--- src/rw_engine_pkg.sv ---
// Widths, field typedefs, packet, configuration, address and request structs, command enum

package rw_engine_pkg;

  // --------------------------------------------------------------------
  // Widths
  // --------------------------------------------------------------------
  localparam int NUM_FIELDS = 4;
  localparam int FIELD_W    = 32;
  localparam int ADDR_W     = 32;
  localparam int SHIFT_W    = 5;

  // --------------------------------------------------------------------
  // Scalar types
  // --------------------------------------------------------------------
  typedef logic [FIELD_W-1:0] field_t;
  typedef logic [ADDR_W-1:0]  addr_t;
  typedef logic [SHIFT_W-1:0] shift_t;

  // Memory command carried with each request
  typedef enum logic {
    CMD_READ  = 1'b0,
    CMD_WRITE = 1'b1
  } rw_cmd_e;

  // --------------------------------------------------------------------
  // Structs
  // --------------------------------------------------------------------

  // Field 0 sits in the low bits
  typedef struct packed {
    field_t [NUM_FIELDS-1:0] field;
  } packet_t;

  // Row i of ops_mask picks the input field for output field i
  typedef struct packed {
    logic [NUM_FIELDS-1:0]                  const_mask;
    field_t                                 const_value;
    logic [NUM_FIELDS-1:0][NUM_FIELDS-1:0]  ops_mask;
    shift_t                                 granularity;
    logic                                   direction;     // 1 shifts left
    addr_t                                  array_pointer;
    rw_cmd_e                                command;
  } rw_config_t;

  typedef struct packed {
    addr_t  base;
    addr_t  offset;
    shift_t shift_amount;
    logic   direction;
  } mem_address_t;

  typedef struct packed {
    rw_cmd_e command;
    addr_t   address;
    packet_t data;
  } mem_request_t;

endpackage : rw_engine_pkg
--- src/rw_engine_top.sv ---
// Read/write engine top joining configuration registers, kernel and request builder

`timescale 1ns/100ps

module rw_engine_top import rw_engine_pkg::*; #(
  parameter int NUM_FIELDS = rw_engine_pkg::NUM_FIELDS,
  parameter int FIELD_W    = rw_engine_pkg::FIELD_W
) (
  input  logic         ap_clk,
  input  logic         areset,
  input  logic         clear,
  input  logic         cfg_write,
  input  rw_config_t   cfg_in,
  input  logic         data_valid,
  input  packet_t      data_in,
  output logic         req_valid,
  output mem_request_t req_out,
  output logic         cfg_active
);

  rw_config_t   active_cfg;
  logic         cfg_valid;
  logic         busy;
  logic         kernel_valid;
  mem_address_t kernel_addr;
  packet_t      kernel_data;

  assign cfg_active = cfg_valid;

  rw_config_regs u_config_regs (
    .ap_clk     (ap_clk),
    .areset     (areset),
    .clear      (clear),
    .cfg_write  (cfg_write),
    .cfg_in     (cfg_in),
    .busy       (busy),
    .active_cfg (active_cfg),
    .cfg_valid  (cfg_valid)
  );

  rw_field_select_kernel #(
    .NUM_FIELDS (NUM_FIELDS),
    .FIELD_W    (FIELD_W)
  ) u_kernel (
    .ap_clk       (ap_clk),
    .areset       (areset),
    .clear        (clear),
    .data_valid   (data_valid),
    .data_in      (data_in),
    .active_cfg   (active_cfg),
    .cfg_valid    (cfg_valid),
    .kernel_valid (kernel_valid),
    .kernel_addr  (kernel_addr),
    .kernel_data  (kernel_data),
    .busy         (busy)
  );

  rw_request_builder u_request_builder (
    .ap_clk       (ap_clk),
    .areset       (areset),
    .clear        (clear),
    .kernel_valid (kernel_valid),
    .kernel_addr  (kernel_addr),
    .kernel_data  (kernel_data),
    .active_cfg   (active_cfg),
    .req_valid    (req_valid),
    .req_out      (req_out)
  );

endmodule : rw_engine_top

--- src/rw_request_builder.sv ---
// Byte address adder and registered memory request output

`timescale 1ns/100ps

module rw_request_builder import rw_engine_pkg::*; (
  input  logic         ap_clk,
  input  logic         areset,
  input  logic         clear,
  input  logic         kernel_valid,
  input  mem_address_t kernel_addr,
  input  packet_t      kernel_data,
  input  rw_config_t   active_cfg,
  output logic         req_valid,
  output mem_request_t req_out
);

  addr_t   byte_address;
  packet_t req_data;

  // --------------------------------------------------------------------
  // Request fields
  // --------------------------------------------------------------------

  // Wraps at 2**ADDR_W
  assign byte_address = kernel_addr.base + kernel_addr.offset;

  // Reads carry no payload
  always_comb begin
    if (active_cfg.command == CMD_WRITE) begin
      req_data = kernel_data;
    end else begin
      req_data = '0;
    end
  end

  // --------------------------------------------------------------------
  // Output registers
  // --------------------------------------------------------------------
  always_ff @(posedge ap_clk) begin
    if (areset || clear) begin
      req_valid <= 1'b0;
    end else begin
      req_valid <= kernel_valid;
    end
  end

  always_ff @(posedge ap_clk) begin
    if (kernel_valid) begin
      req_out.command <= active_cfg.command;
      req_out.address <= byte_address;
      req_out.data    <= req_data;
    end
  end

  // Back-to-back requests need back-to-back kernel items one cycle earlier
  assert property (@(posedge ap_clk) disable iff (areset)
    (req_valid && $past(req_valid)) |-> ($past(kernel_valid, 1) && $past(kernel_valid, 2)))
    else $error("req_valid burst without matching kernel_valid");

endmodule : rw_request_builder

--- src/rw_field_select_kernel.sv ---
// Two-stage field routing, constant substitution and offset shift pipeline

`timescale 1ns/100ps

module rw_field_select_kernel import rw_engine_pkg::*; #(
  parameter int NUM_FIELDS = rw_engine_pkg::NUM_FIELDS,
  parameter int FIELD_W    = rw_engine_pkg::FIELD_W
) (
  input  logic         ap_clk,
  input  logic         areset,
  input  logic         clear,
  input  logic         data_valid,
  input  packet_t      data_in,
  input  rw_config_t   active_cfg,
  input  logic         cfg_valid,
  output logic         kernel_valid,
  output mem_address_t kernel_addr,
  output packet_t      kernel_data,
  output logic         busy
);

  // OR mux over a one-hot row, an empty row gives zero
  function automatic field_t route_field(packet_t pkt, logic [NUM_FIELDS-1:0] sel);
    field_t result;
    result = '0;
    for (int j = 0; j < NUM_FIELDS; j++) begin
      if (sel[j]) begin
        result = result | pkt.field[j];
      end
    end
    return result;
  endfunction

  packet_t            routed_pkt;
  packet_t            operand_pkt;
  logic               s1_valid;
  packet_t            s1_org;
  packet_t            s1_ops;
  logic [FIELD_W-1:0] offset_shifted;

  // The incoming strobe counts too, so no config swap lands on an accept edge
  assign busy = data_valid | s1_valid | kernel_valid;

  // --------------------------------------------------------------------
  // Stage 1: routing and constant substitution
  // --------------------------------------------------------------------
  always_comb begin
    for (int i = 0; i < NUM_FIELDS; i++) begin
      routed_pkt.field[i] = route_field(data_in, active_cfg.ops_mask[i]);
      if (active_cfg.const_mask[i]) begin
        operand_pkt.field[i] = active_cfg.const_value;
      end else begin
        operand_pkt.field[i] = routed_pkt.field[i];
      end
    end
  end

  always_ff @(posedge ap_clk) begin
    if (areset || clear) begin
      s1_valid <= 1'b0;
    end else begin
      // Packets with no active configuration are dropped here
      s1_valid <= data_valid & cfg_valid;
    end
  end

  always_ff @(posedge ap_clk) begin
    if (data_valid) begin
      s1_org <= routed_pkt;
      s1_ops <= operand_pkt;
    end
  end

  // --------------------------------------------------------------------
  // Stage 2: offset from operand field 1
  // --------------------------------------------------------------------
  always_comb begin
    if (active_cfg.direction) begin
      offset_shifted = s1_ops.field[1] << active_cfg.granularity;
    end else begin
      offset_shifted = s1_ops.field[1] >> active_cfg.granularity;
    end
  end

  always_ff @(posedge ap_clk) begin
    if (areset || clear) begin
      kernel_valid <= 1'b0;
    end else begin
      kernel_valid <= s1_valid;
    end
  end

  always_ff @(posedge ap_clk) begin
    if (s1_valid) begin
      kernel_addr.base         <= active_cfg.array_pointer;
      kernel_addr.offset       <= addr_t'(offset_shifted);
      kernel_addr.shift_amount <= active_cfg.granularity;
      kernel_addr.direction    <= active_cfg.direction;
      kernel_data              <= s1_org;
    end
  end

  // Routing rows must be one-hot or empty once a configuration is live
  for (genvar g = 0; g < NUM_FIELDS; g++) begin : g_mask_check
    assert property (@(posedge ap_clk) disable iff (areset)
      cfg_valid |-> $onehot0(active_cfg.ops_mask[g]))
      else $error("ops_mask row %0d is not one-hot", g);
  end

endmodule : rw_field_select_kernel

--- src/rw_config_regs.sv ---
// Shadow and active configuration registers with apply-when-idle transfer

`timescale 1ns/100ps

module rw_config_regs import rw_engine_pkg::*; (
  input  logic       ap_clk,
  input  logic       areset,
  input  logic       clear,
  input  logic       cfg_write,
  input  rw_config_t cfg_in,
  input  logic       busy,
  output rw_config_t active_cfg,
  output logic       cfg_valid
);

  rw_config_t shadow_cfg;
  logic       pending;
  logic       apply_cfg;

  // Move the shadow over only while nothing is in flight
  assign apply_cfg = pending & ~busy;

  // --------------------------------------------------------------------
  // Control state
  // --------------------------------------------------------------------
  always_ff @(posedge ap_clk) begin
    if (areset || clear) begin
      pending   <= 1'b0;
      cfg_valid <= 1'b0;
    end else begin
      // A write on the apply edge keeps the newer value pending
      if (cfg_write) begin
        pending <= 1'b1;
      end else if (apply_cfg) begin
        pending <= 1'b0;
      end
      if (apply_cfg) begin
        cfg_valid <= 1'b1;
      end
    end
  end

  // --------------------------------------------------------------------
  // Configuration payload
  // --------------------------------------------------------------------
  always_ff @(posedge ap_clk) begin
    if (cfg_write) begin
      shadow_cfg <= cfg_in;
    end
    if (apply_cfg) begin
      active_cfg <= shadow_cfg;
    end
  end

  // One packet must see one configuration from entry to request
  assert property (@(posedge ap_clk) disable iff (areset)
    busy |=> $stable(active_cfg))
    else $error("active_cfg changed while a packet was in flight");

endmodule : rw_config_regs

--- config.mk ---
export PLATFORM = sky130hd
export DESIGN_NAME = rw_engine_top
export DESIGN_NICKNAME = d
export VERILOG_FILES = /design/src/rw_engine_pkg.sv /design/src/rw_engine_top.sv /design/src/rw_request_builder.sv /design/src/rw_field_select_kernel.sv /design/src/rw_config_regs.sv
export SDC_FILE = /design/constraint.sdc
export NUM_CORES = 1
export LEC_CHECK = 0
export ABC_AREA = 1
export ABC_CLOCK_PERIOD_IN_PS = 10200
export BUFFER_PORTS_ARGS = -buffer_cell sky130_fd_sc_hd__buf_2
export CAP_MARGIN = 20
export CELL_PAD_IN_SITES_DETAIL_PLACEMENT = 1
export CELL_PAD_IN_SITES_GLOBAL_PLACEMENT = 2
export CORE_ASPECT_RATIO = 0.75
export CORE_MARGIN = 1.5
export CORE_UTILIZATION = 41
export CTS_CLUSTER_DIAMETER = 50
export CTS_CLUSTER_SIZE = 40
export DETAILED_ROUTE_END_ITERATION = 16
export GPL_ROUTABILITY_DRIVEN = 1
export PLACE_DENSITY_LB_ADDON = 0.1
export SLEW_MARGIN = 5
export SYNTH_ARGS = -nofsm -noshare
export SYNTH_HDL_FRONTEND = slang
export SYNTH_SLANG_ARGS = --single-unit
--- constraint.sdc ---
create_clock -name ap_clk -period 10.2 [get_ports ap_clk]
set_clock_uncertainty 0.15 [all_clocks]
set_input_delay 2.04 -clock ap_clk [delete_from_list [all_inputs] [get_ports ap_clk]]
set_output_delay 2.04 -clock ap_clk [all_outputs]
set_load 0.005 [all_outputs]
==> qor.txt <==
Arr. time, crit path -> 4.04 ns
Post-CTS resize count -> 0
TritonCTS Sinks -> 694
Complex-gate fraction of the synthesized area -> 0.0750
Core ar. -> 0.0734 mm²
Minimum clock period -> 3.89 ns
DR pass1 iterations -> 5
Vias -> 22.4k
Synth unique cells -> 36
Clk Latency, worst-skew pair -> 0.68 ns
Critical path data required time -> 10.35 ns
Hold Fails Final Rpt -> 0
Most Used Layer, Global Route -> met2
Wirelength, routed -> 98200 µm
Overall Global Routing Usage -> 0.256
Largest family of logic cells by synthesized area -> simple AND/OR/NAND/NOR gates
Most common cell on crit path -> buf_4
Pleak -> 14.9 nW
Largest stage delay on the critical path -> 0.83 ns
Pin count of the biggest net entering global routing -> 84
Pwr Density -> 171 mW/mm²
Max_slew headroom -> 0.260
CTS H-Tree Depth -> 2
Post-CTS Setup Inserts -> 0
Starting DRT DRC Count -> 1901
Worst-case vdd ir drop -> 0.000133 V
Port bufs -> 383
Synth Area in Adders -> 0.0134
Via/cell ratio -> 5.42
Initial core utilization -> 0.414
Post-synthesis simple-gate area fraction -> 0.158
CP endpoint kind -> register
Synth warn -> 0
ANT nets after route -> 0
Worst path top cell family by delay -> buffers and inverters
First-pass GRT wire length -> 145000 µm
Clk buf depth -> 3
Seq/Total Area, Yosys -> 0.684
Layout cells sized above 1 -> 0.185
Setup violators final -> 0
Outcome -> complete, no violations
Synth Cell Area -> 0.0304 mm²
Critical path class -> in -> reg
Buffer and inverter count on the worst path -> 3
RSZ-0062 raised after global routing -> false
Fmax -> 257 MHz
Critical path peak fanout -> 69
Setup TNS -> 0 ns
Cts hold-fix bufs -> 0
Vias in the first global route -> 22.5k
Met2 Use GR -> 0.387
Global routing met3 resource utilization -> 0.0380
DRC -> 0
CTS tree -> built
Clock slew at reported path FFs -> 0.08 ns
Worst-Margin Slew -> 1.10 ns
GRT overflow -> 0
Synth-to-layout area growth -> 16.9%
Net Count, Synth -> 2999
I/O pins -> 387
CTS buffer count -> 61
Die Wd -> 317 µm
Startpoint types -> input pin
Period utilisation layout -> 0.382
Synth Register Bits -> 694
Min-Delay Path Class -> reg -> reg
Post-synthesis mux area share -> 0
Placer congestion estimate -> 0.883
Row count -> 86
Post-DP HPWL -> 69400 µm
Nets -> 3361
Synth Area in XOR/XNOR -> 0.00461
Total Power -> 6.08 mW
Root Driver -> clkbuf_16
Util after Layout -> 0.485
Met1 Use GR -> 0.383
Synthesized instance count -> 2743
Drt wl/cell -> 23.8 µm
Max-slew violations -> 0
Die H -> 239 µm
Number of antenna violations at the first check in global routing -> 6
Crit-path cells -> buf_6 > buf_4 > buf_4
Die area -> 0.0758 mm²
Post-Syn Area per Cell -> 11.1 µm²
Hold WS -> 0.248 ns
CP max-delay cell -> buf_4
Total of max-cap violations -> 0
==> state kept, by name, indices dropped and copies added (netlist names) <==
register                     cells
u_request_builder.req_out      161
u_kernel.kernel_data           128
u_kernel.s1_org                128
u_config_regs.active_cfg        88
u_config_regs.shadow_cfg        88
u_kernel.kernel_addr            64
u_kernel.s1_ops                 32
u_config_regs.cfg_valid          1
u_config_regs.pending            1
u_kernel.kernel_valid            1
u_kernel.s1_valid                1
u_request_builder.req_valid      1
==> Yosys cell counts <==
cell | number | share of area
buf_2 | 30 | 0.0049
o211ai_1 | 3 | 0.00074
inv_2 | 2 | 0.00025
a21oi_1 | 147 | 0.024
nor3_2 | 1 | 0.00033
ha_1 | 31 | 0.013
or2_1 | 1 | 0.00021
buf_12 | 1 | 0.00066
dfxtp_1 | 5 | 0.0033
o21a_1 | 1 | 0.00025
buf_6 | 6 | 0.0022
nor2_1 | 53 | 0.0065
o21bai_1 | 2 | 0.00049
fa_1 | 1 | 0.00066
inv_1 | 375 | 0.046
o211ai_2 | 2 | 0.00082
nor3_1 | 4 | 0.00066
xnor2_1 | 3 | 0.00086
o21ai_2 | 3 | 0.00086
nand3_2 | 4 | 0.0013
buf_4 | 4 | 0.00099
clkbuf_1 | 70 | 0.0086
or2_2 | 1 | 0.00021
nor2_2 | 2 | 0.00041
xor2_1 | 13 | 0.0037
inv_6 | 1 | 0.00029
nand3_1 | 440 | 0.072
edfxtp_1 | 689 | 0.68
o21ai_0 | 128 | 0.021
nand2_2 | 24 | 0.0049
buf_1 | 13 | 0.0016
nand2_1 | 542 | 0.067
o22ai_1 | 128 | 0.026
nand4_1 | 5 | 0.0010
a21o_1 | 1 | 0.00025
nand2_4 | 7 | 0.0026
==> per-layer routing <==
layer | share of wire | up-vias | wire [µm]
li1 | - | 10300 | -
met1 | 0.48 | 11200 | 47000
met2 | 0.44 | 718 | 43300
met3 | 0.059 | 133 | 5750
met4 | 0.022 | 0 | 2150
met5 | 0 | - | 0
==> power by group <==
part	total, mW	internal, mW	switching (mW)
Sequential	3.23	3.21	0.0260
Clock	2.54	1.28	1.26
Combinational	0.310	0.0935	0.216
==> worst paths after layout <==
path	start	endpoint	slack, ns	cells past startpoint
hold / removal	u_config_regs.shadow_cfg[57]	u_config_regs.active_cfg[57]	0.25	0
setup reg to reg	u_config_regs.active_cfg[35]	u_kernel.kernel_addr[13]	7.07	8
setup / recovery	data_valid	u_kernel.s1_org[124]	6.31	3
hold reg to reg	u_config_regs.shadow_cfg[57]	u_config_regs.active_cfg[57]	0.25	0
==> worst reg2reg max path: stages (launching register included) <==
cell	delay, ns
edfxtp_1	0.36
buf_4	0.33
inv_2	0.11
buf_4	0.59
nand3_1	0.30
nand3_1	0.29
nand3_1	0.19
nand3_1	0.12
nand3_1	0.35
==> cells by family (layout without fill, tap and decap cells) <==
kind of cell / Yosys count / count (layout)
buffers and inverters: 502 / 916
AO/OA/AOI/OAI: 415 / 415
flip-flops: 694 / 694
AND/OR/NAND/NOR: 1084 / 1084
adder cells (fa/ha/maj): 32 / 32
XOR/XNOR: 16 / 16
other: 0 / 3
==> cell usage in the layout (no fill, tap or decap), types with 53 or more instances in the layout <==
cell type,netlist,final
a21oi_1,147,147
nor2_1,53,53
o22ai_1,128,128
buf_2,30,381
inv_1,375,374
o21ai_0,128,128
edfxtp_1,689,689
nand3_1,440,440
nand2_1,542,542
clkbuf_16,0,61
==> layout make-up <==
type	instances	area, µm²
fillers	7967	37800
flip-flops and latches	694	20800
multi-input cells	1547	7620
repair buffers	423	2240
clock buffers	64	1540
inverters	378	1430
well taps	968	1210
clock inverters	51	722
diodes	3	7.51
==> metrics by stage <==
step           instance area (µm²)  cells  setup slack (ns)
6_report                     35600   4128              6.31
5_1_grt                      35600   4128              6.20
4_1_cts                      35500   4124              6.31
3_5_place_dp                 33300   4009              5.59
3_3_place_gp                 33300   4009              5.63
2_1_floorplan                30400   2743              3.33
Note: power is estimated with default switching activity, not from simulation.
